$ cat src/core_pkg.sv
//------------------------------------------------
// Word-only ISA, eight registers, r0 reads zero
// Opcode in [31:28], rd/rs1/rs2 below it, imm in [15:0]
//------------------------------------------------
package core_pkg;

  localparam int WordWidth = 32;
  localparam int ImmWidth  = 16;
  localparam int NumRegs   = 8;

  typedef logic [WordWidth-1:0] word_t;
  typedef logic [WordWidth-1:0] instr_t;
  typedef logic [2:0]           reg_idx_t;
  typedef logic [ImmWidth-1:0]  imm_t;

  typedef enum logic [3:0] {
    OP_ADDI  = 4'h1,
    OP_ADD   = 4'h2,
    OP_SUB   = 4'h3,
    OP_AND   = 4'h4,
    OP_LW    = 4'h5,
    OP_SW    = 4'h6,
    OP_BEQ   = 4'h7,
    OP_ECALL = 4'h8
  } opcode_e;

  // Instruction field positions
  localparam int OpcMsb = 31;
  localparam int OpcLsb = 28;
  localparam int RdMsb  = 27;
  localparam int RdLsb  = 25;
  localparam int Rs1Msb = 24;
  localparam int Rs1Lsb = 22;
  localparam int Rs2Msb = 21;
  localparam int Rs2Lsb = 19;
  localparam int ImmMsb = 15;
  localparam int ImmLsb = 0;

endpackage

$ cat src/fetch_if.sv
`timescale 1ns/1ps
//------------------------------------------------
// instr_valid holds until instr_ready consumes it
//------------------------------------------------
interface fetch_if;
  import core_pkg::*;

  logic   instr_valid;
  instr_t instr;
  word_t  pc;
  logic   instr_ready;
  // Only raised together with instr_ready by the execute side
  logic   redirect;
  word_t  redirect_pc;

  modport fetch (
    output instr_valid, instr, pc,
    input  instr_ready, redirect, redirect_pc
  );

  modport exec (
    input  instr_valid, instr, pc,
    output instr_ready, redirect, redirect_pc
  );

endinterface

$ cat src/lsu_if.sv
`timescale 1ns/1ps
//------------------------------------------------
// cmd_valid and done are single-cycle pulses
// One command in flight at a time
//------------------------------------------------
interface lsu_if;
  import core_pkg::*;

  logic  cmd_valid;
  logic  cmd_we;
  word_t cmd_addr;
  word_t cmd_wdata;
  logic  done;
  // Valid in the done cycle only
  word_t rdata;

  modport exec (
    output cmd_valid, cmd_we, cmd_addr, cmd_wdata,
    input  done, rdata
  );

  modport lsu (
    input  cmd_valid, cmd_we, cmd_addr, cmd_wdata,
    output done, rdata
  );

endinterface

$ cat src/exec_unit.sv
`timescale 1ns/1ps
//------------------------------------------------
// One instruction at a time; ECALL is never consumed
// Unknown opcodes retire as no-ops
//------------------------------------------------
module exec_unit (
  input  logic  clk,
  input  logic  arst_n_i,
  fetch_if.exec fetch_bus,
  lsu_if.exec   lsu_bus,
  output logic  halt_o
);
  import core_pkg::*;

  typedef enum logic [1:0] {
    EXEC_RUN,
    EXEC_WAIT_MEM,
    EXEC_HALTED
  } exec_state_e;

  exec_state_e state_q;
  exec_state_e state_d;
  word_t       regs_q [NumRegs];
  opcode_e     opcode;
  reg_idx_t    rd;
  reg_idx_t    rs1;
  reg_idx_t    rs2;
  imm_t        imm;
  word_t       imm_sext;
  word_t       rs1_val;
  word_t       rs2_val;
  word_t       alu_res;
  logic        rf_we;
  word_t       rf_wdata;

  // Fields of the held instruction, stable until consumed
  assign opcode   = opcode_e'(fetch_bus.instr[OpcMsb:OpcLsb]);
  assign rd       = fetch_bus.instr[RdMsb:RdLsb];
  assign rs1      = fetch_bus.instr[Rs1Msb:Rs1Lsb];
  assign rs2      = fetch_bus.instr[Rs2Msb:Rs2Lsb];
  assign imm      = fetch_bus.instr[ImmMsb:ImmLsb];
  assign imm_sext = {{(WordWidth-ImmWidth){imm[ImmWidth-1]}}, imm};

  assign rs1_val = regs_q[rs1];
  assign rs2_val = regs_q[rs2];

  always_comb begin
    case (opcode)
      OP_ADD:  alu_res = rs1_val + rs2_val;
      OP_SUB:  alu_res = rs1_val - rs2_val;
      OP_AND:  alu_res = rs1_val & rs2_val;
      // ADDI result, also the LW/SW address
      default: alu_res = rs1_val + imm_sext;
    endcase
  end

  always_comb begin
    state_d               = state_q;
    fetch_bus.instr_ready = 1'b0;
    fetch_bus.redirect    = 1'b0;
    lsu_bus.cmd_valid     = 1'b0;
    rf_we                 = 1'b0;
    rf_wdata              = alu_res;
    case (state_q)
      EXEC_RUN: begin
        if (fetch_bus.instr_valid) begin
          case (opcode)
            OP_ADDI, OP_ADD, OP_SUB, OP_AND: begin
              rf_we                 = 1'b1;
              fetch_bus.instr_ready = 1'b1;
            end
            OP_LW, OP_SW: begin
              lsu_bus.cmd_valid = 1'b1;
              state_d           = EXEC_WAIT_MEM;
            end
            OP_BEQ: begin
              fetch_bus.instr_ready = 1'b1;
              fetch_bus.redirect    = (rs1_val == rs2_val);
            end
            OP_ECALL: state_d = EXEC_HALTED;
            default:  fetch_bus.instr_ready = 1'b1;
          endcase
        end
      end
      EXEC_WAIT_MEM: begin
        // Consume the load/store only once the bus access is complete
        if (lsu_bus.done) begin
          fetch_bus.instr_ready = 1'b1;
          rf_we                 = (opcode == OP_LW);
          rf_wdata              = lsu_bus.rdata;
          state_d               = EXEC_RUN;
        end
      end
      default: ;
    endcase
  end

  // Branch offset counts words
  assign fetch_bus.redirect_pc = fetch_bus.pc + {imm_sext[WordWidth-3:0], 2'b00};

  assign lsu_bus.cmd_we    = (opcode == OP_SW);
  assign lsu_bus.cmd_addr  = alu_res;
  assign lsu_bus.cmd_wdata = rs2_val;

  always_ff @(posedge clk or negedge arst_n_i) begin
    if (!arst_n_i) begin
      state_q <= EXEC_RUN;
      for (int i = 0; i < NumRegs; i++) begin
        regs_q[i] <= '0;
      end
    end else begin
      state_q <= state_d;
      // r0 is never written
      if (rf_we && rd != '0) begin
        regs_q[rd] <= rf_wdata;
      end
    end
  end

  assign halt_o = (state_q == EXEC_HALTED);

endmodule

$ cat src/fetch_unit.sv
`timescale 1ns/1ps
//------------------------------------------------
// One fetch outstanding; halt stops fetching until reset
//------------------------------------------------
module fetch_unit #(
  parameter core_pkg::word_t BootAddr = '0
) (
  input  logic             clk,
  input  logic             arst_n_i,
  input  logic             fetch_enable_i,
  input  logic             halt_i,
  output logic             instr_req_o,
  input  logic             instr_gnt_i,
  output core_pkg::word_t  instr_addr_o,
  input  logic             instr_rvalid_i,
  input  core_pkg::instr_t instr_rdata_i,
  fetch_if.fetch           fetch_bus
);
  import core_pkg::*;

  typedef enum logic [1:0] {
    FETCH_IDLE,
    FETCH_REQ,
    FETCH_WAIT,
    FETCH_HOLD
  } fetch_state_e;

  fetch_state_e state_q;
  word_t        pc_q;      // next fetch address
  word_t        addr_q;    // address on the bus, then pc of the held word
  instr_t       instr_q;
  word_t        next_pc;

  assign next_pc = fetch_bus.redirect ? fetch_bus.redirect_pc : addr_q + 32'd4;

  always_ff @(posedge clk or negedge arst_n_i) begin
    if (!arst_n_i) begin
      state_q <= FETCH_IDLE;
      pc_q    <= BootAddr;
      addr_q  <= BootAddr;
    end else begin
      case (state_q)
        FETCH_IDLE: begin
          if (fetch_enable_i && !halt_i) begin
            addr_q  <= pc_q;
            state_q <= FETCH_REQ;
          end
        end
        FETCH_REQ: begin
          if (instr_gnt_i) begin
            state_q <= FETCH_WAIT;
          end
        end
        FETCH_WAIT: begin
          if (instr_rvalid_i) begin
            state_q <= FETCH_HOLD;
          end
        end
        default: begin
          if (halt_i) begin
            state_q <= FETCH_IDLE;
          end else if (fetch_bus.instr_ready) begin
            pc_q    <= next_pc;
            addr_q  <= next_pc;
            state_q <= FETCH_REQ;
          end
        end
      endcase
    end
  end

  always_ff @(posedge clk) begin
    if (state_q == FETCH_WAIT && instr_rvalid_i) begin
      instr_q <= instr_rdata_i;
    end
  end

  assign instr_req_o           = (state_q == FETCH_REQ);
  assign instr_addr_o          = addr_q;
  assign fetch_bus.instr_valid = (state_q == FETCH_HOLD);
  assign fetch_bus.instr       = instr_q;
  assign fetch_bus.pc          = addr_q;

endmodule

$ cat src/lsu.sv
`timescale 1ns/1ps
//------------------------------------------------
// Whole-word accesses only; commands while busy are ignored
//------------------------------------------------
module lsu (
  input  logic            clk,
  input  logic            arst_n_i,
  output logic            data_req_o,
  input  logic            data_gnt_i,
  output logic            data_we_o,
  output core_pkg::word_t data_addr_o,
  output core_pkg::word_t data_wdata_o,
  input  logic            data_rvalid_i,
  input  core_pkg::word_t data_rdata_i,
  lsu_if.lsu              lsu_bus
);
  import core_pkg::*;

  typedef enum logic [1:0] {
    LSU_IDLE,
    LSU_REQ,
    LSU_WAIT
  } lsu_state_e;

  lsu_state_e state_q;
  logic       done_q;
  logic       we_q;
  word_t      addr_q;
  word_t      wdata_q;
  word_t      rdata_q;

  always_ff @(posedge clk or negedge arst_n_i) begin
    if (!arst_n_i) begin
      state_q <= LSU_IDLE;
      done_q  <= 1'b0;
    end else begin
      done_q <= (state_q == LSU_WAIT) && data_rvalid_i;
      case (state_q)
        LSU_IDLE: if (lsu_bus.cmd_valid) state_q <= LSU_REQ;
        LSU_REQ:  if (data_gnt_i) state_q <= LSU_WAIT;
        default:  if (data_rvalid_i) state_q <= LSU_IDLE;
      endcase
    end
  end

  // Command and response payload
  always_ff @(posedge clk) begin
    if (state_q == LSU_IDLE && lsu_bus.cmd_valid) begin
      we_q    <= lsu_bus.cmd_we;
      addr_q  <= lsu_bus.cmd_addr;
      wdata_q <= lsu_bus.cmd_wdata;
    end
    if (state_q == LSU_WAIT && data_rvalid_i) begin
      rdata_q <= data_rdata_i;
    end
  end

  assign data_req_o    = (state_q == LSU_REQ);
  assign data_we_o     = we_q;
  assign data_addr_o   = addr_q;
  assign data_wdata_o  = wdata_q;
  assign lsu_bus.done  = done_q;
  assign lsu_bus.rdata = rdata_q;

endmodule

$ cat src/tiny_core.sv
`timescale 1ns/1ps
//------------------------------------------------
// BootAddr must be word aligned
// core_sleep_o stays high after ECALL until reset
//------------------------------------------------
module tiny_core #(
  parameter core_pkg::word_t BootAddr = '0
) (
  input  logic             clk,
  input  logic             arst_n_i,
  input  logic             fetch_enable_i,
  // Instruction port
  output logic             instr_req_o,
  input  logic             instr_gnt_i,
  output core_pkg::word_t  instr_addr_o,
  input  logic             instr_rvalid_i,
  input  core_pkg::instr_t instr_rdata_i,
  // Data port
  output logic             data_req_o,
  input  logic             data_gnt_i,
  output logic             data_we_o,
  output core_pkg::word_t  data_addr_o,
  output core_pkg::word_t  data_wdata_o,
  input  logic             data_rvalid_i,
  input  core_pkg::word_t  data_rdata_i,
  output logic             core_sleep_o
);

  logic halt;

  fetch_if i_fetch_if ();
  lsu_if   i_lsu_if ();

  fetch_unit #(
    .BootAddr(BootAddr)
  ) i_fetch_unit (
    .clk           (clk),
    .arst_n_i      (arst_n_i),
    .fetch_enable_i(fetch_enable_i),
    .halt_i        (halt),
    .instr_req_o   (instr_req_o),
    .instr_gnt_i   (instr_gnt_i),
    .instr_addr_o  (instr_addr_o),
    .instr_rvalid_i(instr_rvalid_i),
    .instr_rdata_i (instr_rdata_i),
    .fetch_bus     (i_fetch_if.fetch)
  );

  exec_unit i_exec_unit (
    .clk      (clk),
    .arst_n_i (arst_n_i),
    .fetch_bus(i_fetch_if.exec),
    .lsu_bus  (i_lsu_if.exec),
    .halt_o   (halt)
  );

  lsu i_lsu (
    .clk          (clk),
    .arst_n_i     (arst_n_i),
    .data_req_o   (data_req_o),
    .data_gnt_i   (data_gnt_i),
    .data_we_o    (data_we_o),
    .data_addr_o  (data_addr_o),
    .data_wdata_o (data_wdata_o),
    .data_rvalid_i(data_rvalid_i),
    .data_rdata_i (data_rdata_i),
    .lsu_bus      (i_lsu_if.lsu)
  );

  assign core_sleep_o = halt;

endmodule
$ cat config.mk
export PLATFORM = sky130hd
export DESIGN_NAME = tiny_core
export DESIGN_NICKNAME = d
export VERILOG_FILES = /design/src/core_pkg.sv /design/src/fetch_if.sv /design/src/lsu_if.sv /design/src/exec_unit.sv /design/src/fetch_unit.sv /design/src/lsu.sv /design/src/tiny_core.sv
export SDC_FILE = /design/constraint.sdc
export NUM_CORES = 1
export LEC_CHECK = 0
export BUFFER_PORTS_ARGS = -buffer_cell sky130_fd_sc_hd__buf_2
export CELL_PAD_IN_SITES_DETAIL_PLACEMENT = 0
export CELL_PAD_IN_SITES_GLOBAL_PLACEMENT = 1
export CORE_ASPECT_RATIO = 0.5
export CORE_UTILIZATION = 30
export DETAILED_ROUTE_END_ITERATION = 8
export PLACE_DENSITY = 0.56
export SETUP_SLACK_MARGIN = 0.15
export SLEW_MARGIN = 10
export SYNTH_ARGS = -nofsm -noshare
export SYNTH_HDL_FRONTEND = slang
export SYNTH_SLANG_ARGS = --single-unit
$ cat constraint.sdc
create_clock -name clk -period 17.17 [get_ports clk]
set_input_delay 2.5755 -clock clk [delete_from_list [all_inputs] [get_ports clk]]
set_output_delay 2.5755 -clock clk [all_outputs]
set_load 0.02 [all_outputs]
### Word-level counts from Yosys, hierarchy flattened

Cells that the tools add are included.

* input bits: 71
* output and inout bits: 100
* logic and storage cells: 130
* bits in writable memories: 0
* register bits after elaboration: 456
* latch bits: 0
* bits in read-only memories: 0
* memories: 0

* equality and inequality tests: 25
* reductions and logical operators: 25
* add/sub/neg operators: 5
* mux-type cells: 45
* bitwise gates (word level): 7
* $mul: 0
* $lt $le $gt $ge: 4
* divide/modulo/power cells: 0
* shifts and indexed selects: 0

Operator list (count)
* $mux 32: 11
* $bwmux 256: 1
* $bmux 32 s3: 2
* $add 32x32->32: 3
* $demux 32 s3: 1
* $pmux 32 s3: 1
* $pmux 32 s2: 1
* $add 32x3->32 const B: 1
* $and 32x32->32: 1
* $eq 32x32->1: 1
* $sub 32x32->32: 1
* $mux 2: 10
* $eq 4x3->1 const B: 4
* $ge 4x4->1 const B: 3
* $mux 1: 12
* $ne 2x1->1 const B: 6
* $not 3->4: 3
* $pmux 2 s2: 3
* $reduce_and 4->1: 3
* $eq 2x2->1 const B: 4
* $eq 4x2->1 const B: 2
* $eq 2x1->1 const B: 3
* $logic_and 1x1->1: 6
* $logic_not 2->1: 3
* 16 further kinds: 25

### Logic depth before layout (Yosys ltp)

* word-level depth: 12
* depth in mapped cells: 22
* gate-level depth less buffers: 19

### Cells and area by module

Synthesis repeated with hierarchy kept, for this count alone.

* cell total of the unflattened synthesis: 2695
* area, all modules: 28454.8 um2

Modules (own cells, without submodules)
* exec_unit: seq. area each 6456.2 um2, area each 20141.8 um2, cells each 2044, times used 1
* fetch_unit: seq. area each 2612.5 um2, area each 5257.5 um2, cells each 542, times used 1
* lsu: seq. area each 2987.9 um2, area each 3055.4 um2, cells each 109, times used 1

### Least setup slack after synthesis

Ideal clock, no wire load.

* path kind: register to register
* from: register i_fetch_unit.state_q[0]
* to: register i_lsu.addr_q[0], in the netlist i_lsu.data_addr_o[0] (enable)
* cell stages (with the launch flop): 4
* path buffers: 0
* arrival time: 7.924 ns
* period minus slack after synthesis: 8.599 ns
* required time: 16.495 ns
* path slack: 8.571 ns
* library setup time: 0.675 ns
* cell sequence: dfrtp_1 -> ha_1 -> or3b_2 -> nor4b_1

* word-level cells in the longest chain between the ends: 4

Ends and longest elaborated chain
* start: declaration: line fetch_unit.sv:28 `fetch_state_e state_q;`
* start signal: assignment: line fetch_unit.sv:38 `state_q <= FETCH_IDLE;`
* start signal: assignment: line fetch_unit.sv:46 `state_q <= FETCH_REQ;`
* start signal: assignment: line fetch_unit.sv:51 `state_q <= FETCH_WAIT;`
* $eq 2x2->1: line fetch_unit.sv:80 `assign fetch_bus.instr_valid = (state_q == FETCH_HOLD);`
* $mux 1: line exec_unit.sv:66 `if (fetch_bus.instr_valid) begin`
* $mux 1: line exec_unit.sv:64 `case (state_q)`
* $logic_and 1x1->1: line lsu.sv:48 `if (state_q == LSU_IDLE && lsu_bus.cmd_valid) begin`
* end signal: assignment: line lsu.sv:50 `addr_q <= lsu_bus.cmd_addr;`
* end: declaration: line lsu.sv:28 `word_t addr_q;`

No other way between the ends.
A chain may end at the register's enable or synchronous reset.

### Worst setup path after layout

* from: register i_fetch_unit.instr_q[22], in the netlist i_fetch_unit.fetch_bus.instr[22]
* to: register i_fetch_unit.pc_q[30]

* word-level cells in the longest chain between the ends: 9

Ends and longest elaborated chain
* start: declaration: line fetch_unit.sv:31 `instr_t instr_q;`
* start signal: assignment: line fetch_unit.sv:74 `instr_q <= instr_rdata_i;`
* $not 3->4 (implied by the code): line exec_unit.sv:44 `assign rs1_val = regs_q[rs1];`
* $bmux 32 s3: line exec_unit.sv:44
* $mux 32 (implied by the code) (2 in a row): line exec_unit.sv:44
* $eq 32x32->1: line exec_unit.sv:78 `fetch_bus.redirect = (rs1_val == rs2_val);`
* $mux 1: line exec_unit.sv:67 `case (opcode)`
* $mux 1: line exec_unit.sv:66
* $mux 1: line exec_unit.sv:64
* $mux 32: line fetch_unit.sv:34 `assign next_pc = fetch_bus.redirect ? fetch_bus.redirect_pc : addr_q + 32'd4;`
* end signal: assignment: line fetch_unit.sv:39 `pc_q <= BootAddr;`
* end signal: assignment: line fetch_unit.sv:63 `pc_q <= next_pc;`
* end: declaration: line fetch_unit.sv:29 `word_t pc_q;`

No other way between the ends. The select of a mux whose other input is x is not followed.

==> results.tsv <==
stage	metric	value	unit
status	status	finished, final reports clean	
cts	root_buffer	clkbuf_16	
die	die_area	90700	um2
cells_and_area	drive_gt1_share	25.1	%
cells_and_area	fin_util	34.4	%
yosys	syn_area_per_cell	11.3	um2
setup_path	criticalPathCategory	reg -> reg	
cts	clock_sinks	453	
yosys	synth-edff-count	126	
cts	clkLatencyLatePin	0.64	ns
yosys	synth_top_flop_cell	dfrtp_1	
route	routedWlPerCell	23.3	um
route	drt_wl_total	85500	um
global_route	grt-ovfl-total	0	
sta	fin_skew	0.0352	ns
cells_and_area	seq_area	12000	um2
route	viasPerCell	5.25	
sta	worst_slew_pin_slew	1.12	ns
yosys	synth-seq-cells	453	
cts	holdBufCountCts	0	
sta	setup_viol	0	
setup_path	crit_path_top_delay_cell	buf_4	
cts	clockBufferDepth	3	
yosys	post-synth-top-count-cell	dfrtp_1	
setup_path	end_kind	register	
global_route	track_usage	18.8	%
hold_path	hp-class	reg -> reg	
power	p_leak	0.0138	uW
cells_and_area	layout.nets	2648	
global_route	grt_start_max_net_pins	173	
placement	gp_congestion	0.871	
yosys	syn_nets	2567	
sta	tns	0	ns
cells_and_area	area_growth	13.4	%
power	pwr_density_cell	192	nW/um2
setup_path	critical_path_arrival	8.22	ns
placement	dp_hpwl	60000	um
sta	hold_viol	0	
yosys	postSynthCellCount	2365	
global_route	first_global_vias	19134	
setup_path	cpPeakStageDelay	0.74	ns
cts	post_cts_resized	0	
cts	post_cts_buffers	0	
yosys	syn_area	26800	um2
cts	h-tree-depth	2	
route	ant_nets	0	
global_route	antenna_found_initial	4	
cells_and_area	n_fill_cell	8877	
sta	rsz0062_at_grt	false	
route	route.detailed.drc	0	
sta	slew_headroom	24.3	%
sta	finalMaxSlewViolations	0	
yosys	synth_cell_type_count	86	
die	start_util	30.3	%
sta	period_needed	7.73	ns
setup_path	critPathRequiredTime	17.66	ns
cells_and_area	multiInputGateArea	14000	um2
yosys	synth_top_cell_by_area	dfrtp_1	
setup_path	crit_chain	buf_4 -> buf_4 -> mux4_2 -> mux2_2 -> ha_1 -> nand2_1 -> or4_1 -> nor2_1 -> and3_1 -> nand2b_1 -> ha_1 -> fa_1 -> a211o_1 -> a21oi_1 -> o21ai_1 -> a41o_1 -> a211o_1 -> and2_1 -> a311oi_1 -> xor2_1 -> o21ai_1	
power	ir_drop	0.0879	mV
job	drv_cap	0	
yosys	async_reset_ff_share	72.2	%
die	num_rows	77	
global_route	grt_pass1_wl	127000	um
die	dieHeight	213	um
setup_path	crit_buf_inv	2	
setup_path	critPathMaxFanout	35	
setup_path	path_delay_family	compound AO/OA/AOI/OAI gates	
placement	port_buffers	167	
die	coreArea	88400	um2
yosys	synthTopCellsByArea	dfrtp_1, edfxtp_1, mux4_2, mux2_2, ha_1	
yosys	synthTopCellsByCount	dfrtp_1, nand2_1, mux2_2, nor2_1, o21ai_0	
route	drt_iter0_markers	1816	
die	die_width	425	um
cts	numCtsBuffers	48	
yosys	ys_seq_area_share	44.6	%
yosys	synth_top_area_share	30.5	%
route	via_count	19274	
sta	fmax	129	MHz
cts	cts.reportedPaths.clkPinSlew	0.06	ns
cts	cts_tree	yes	
die	io_pins	171	
setup_path	critPathLaunchType	register	
route	dr.pass1.iters	6	
yosys	ys.warnings.count	0	
sta	min_period_over_period	45.0	%
-- power breakdown --
| part | internal, uW | switching (uW) |
|---|---|---|
| combinational | 1200 | 1920 |
| sequential | 1430 | 202 |
| clock | 598 | 492 |
-- flip-flops by register name, summed over array words and instances, names as in the netlist, 2 cells and up --
| register | count |
|---|---|
| i_fetch_unit.fetch_bus.instr | 29 |
| i_fetch_unit.fetch_bus.pc | 32 |
| i_exec_unit.state_q | 2 |
| i_lsu.data_wdata_o | 32 |
| i_lsu.lsu_bus.rdata | 32 |
| i_lsu.data_addr_o | 32 |
| i_lsu.state_q | 2 |
| i_fetch_unit.state_q | 2 |
| i_exec_unit.regs_q | 256 |
| i_fetch_unit.pc_q | 32 |
-- path summary, 6_finish.rpt --
kind	from	end	slack, ns	depth (start not counted)
max in group asynchronous	arst_n_i	i_exec_unit.regs_q[240]	12.80	3
setup / recovery	i_fetch_unit.fetch_bus.instr[22]	i_fetch_unit.pc_q[30]	9.44	21
hold / removal	i_exec_unit.regs_q[225]	i_exec_unit.regs_q[225]	0.39	0
setup reg to reg	i_fetch_unit.fetch_bus.instr[22]	i_fetch_unit.pc_q[30]	9.44	21
hold reg to reg	i_exec_unit.regs_q[225]	i_exec_unit.regs_q[225]	0.39	0
min in group asynchronous	arst_n_i	i_lsu.lsu_bus.done	1.97	1
-- cell families (layout without fill, tap and decap cells) --
logic type | count (synthesis) | count (layout) | share of synthesized area (%)
and+or+nand+nor | 558 | 558 | 9.68
DFF | 453 | 453 | 44.6
buffers and inverters | 242 | 363 | 3.51
adders and majority gates | 131 | 131 | 6.19
other | 0 | 2 | 0
AOI/OAI and AO/OA | 562 | 562 | 13.9
muxes | 345 | 345 | 19.6
xor gates and xnor gates | 74 | 74 | 2.47
-- routing by layer --
| metal | GRT usage [%] | vias to the layer above | part of all wire (%) |
|---|---|---|---|
| met3 | 3.21 | 88 | 5.4 |
| li1 | - | 8979 | - |
| met5 | 0 | - | 0.011 |
| met1 | 28.2 | 9755 | 49 |
| met4 | 3.99 | 2 | 1.9 |
| met2 | 28.2 | 450 | 43 |
-- cell type report --
cell class	instances	area share [%]
clock inverter	33	1.09
multi-input combinational	1670	45.9
sequential	453	39.3
antenna	2	0.0165
clock buffer	57	4.19
timing repair buffer	207	3.81
inverter	66	0.814
tap	1185	4.87
-- layout by cell type, fill, tap and decap left out, types with 12 or more instances in the layout --
| cell | instances |
|---|---|
| a31oi_1 | 16 |
| ha_1 | 127 |
| nand4_1 | 26 |
| buf_4 | 39 |
| nand2b_1 | 15 |
| mux4_2 | 128 |
| o21bai_1 | 12 |
| inv_1 | 66 |
| clkbuf_16 | 49 |
| buf_2 | 166 |
| o31ai_1 | 49 |
| edfxtp_1 | 126 |
| clkinv_2 | 13 |
| dfrtp_1 | 327 |
| a211oi_1 | 14 |
| nand3_1 | 26 |
| nand2_1 | 222 |
| and2_1 | 24 |
| mux2i_1 | 50 |
| xnor2_1 | 43 |
| nor2_1 | 139 |
| a22o_1 | 17 |
| mux2_2 | 167 |
| and3_1 | 15 |
| a22oi_1 | 13 |
| nor3_1 | 22 |
| a21o_1 | 54 |
| xor2_1 | 30 |
| o21a_1 | 25 |
| o21ai_0 | 135 |
| o211ai_1 | 15 |
| a21oi_1 | 133 |
-- through the flow --
stage / area (um2) / instances / setup slack [ns] / hold WS, ns / power, uW
detailed placement: 28800 / 3581 / 9.39 / 0.383 / 4740
CTS: 30400 / 3671 / 9.38 / 0.398 / 5860
global route: 30400 / 3672 / 8.98 / 0.410 / 6240
global placement: 28800 / 3581 / 9.33 / 0.376 / 4720
floorplan: 26800 / 2365 / 8.57 / 0.441 / 3790
finish: 30400 / 3673 / 9.44 / 0.394 / 5840
Note: power is estimated with default switching activity, not from simulation.
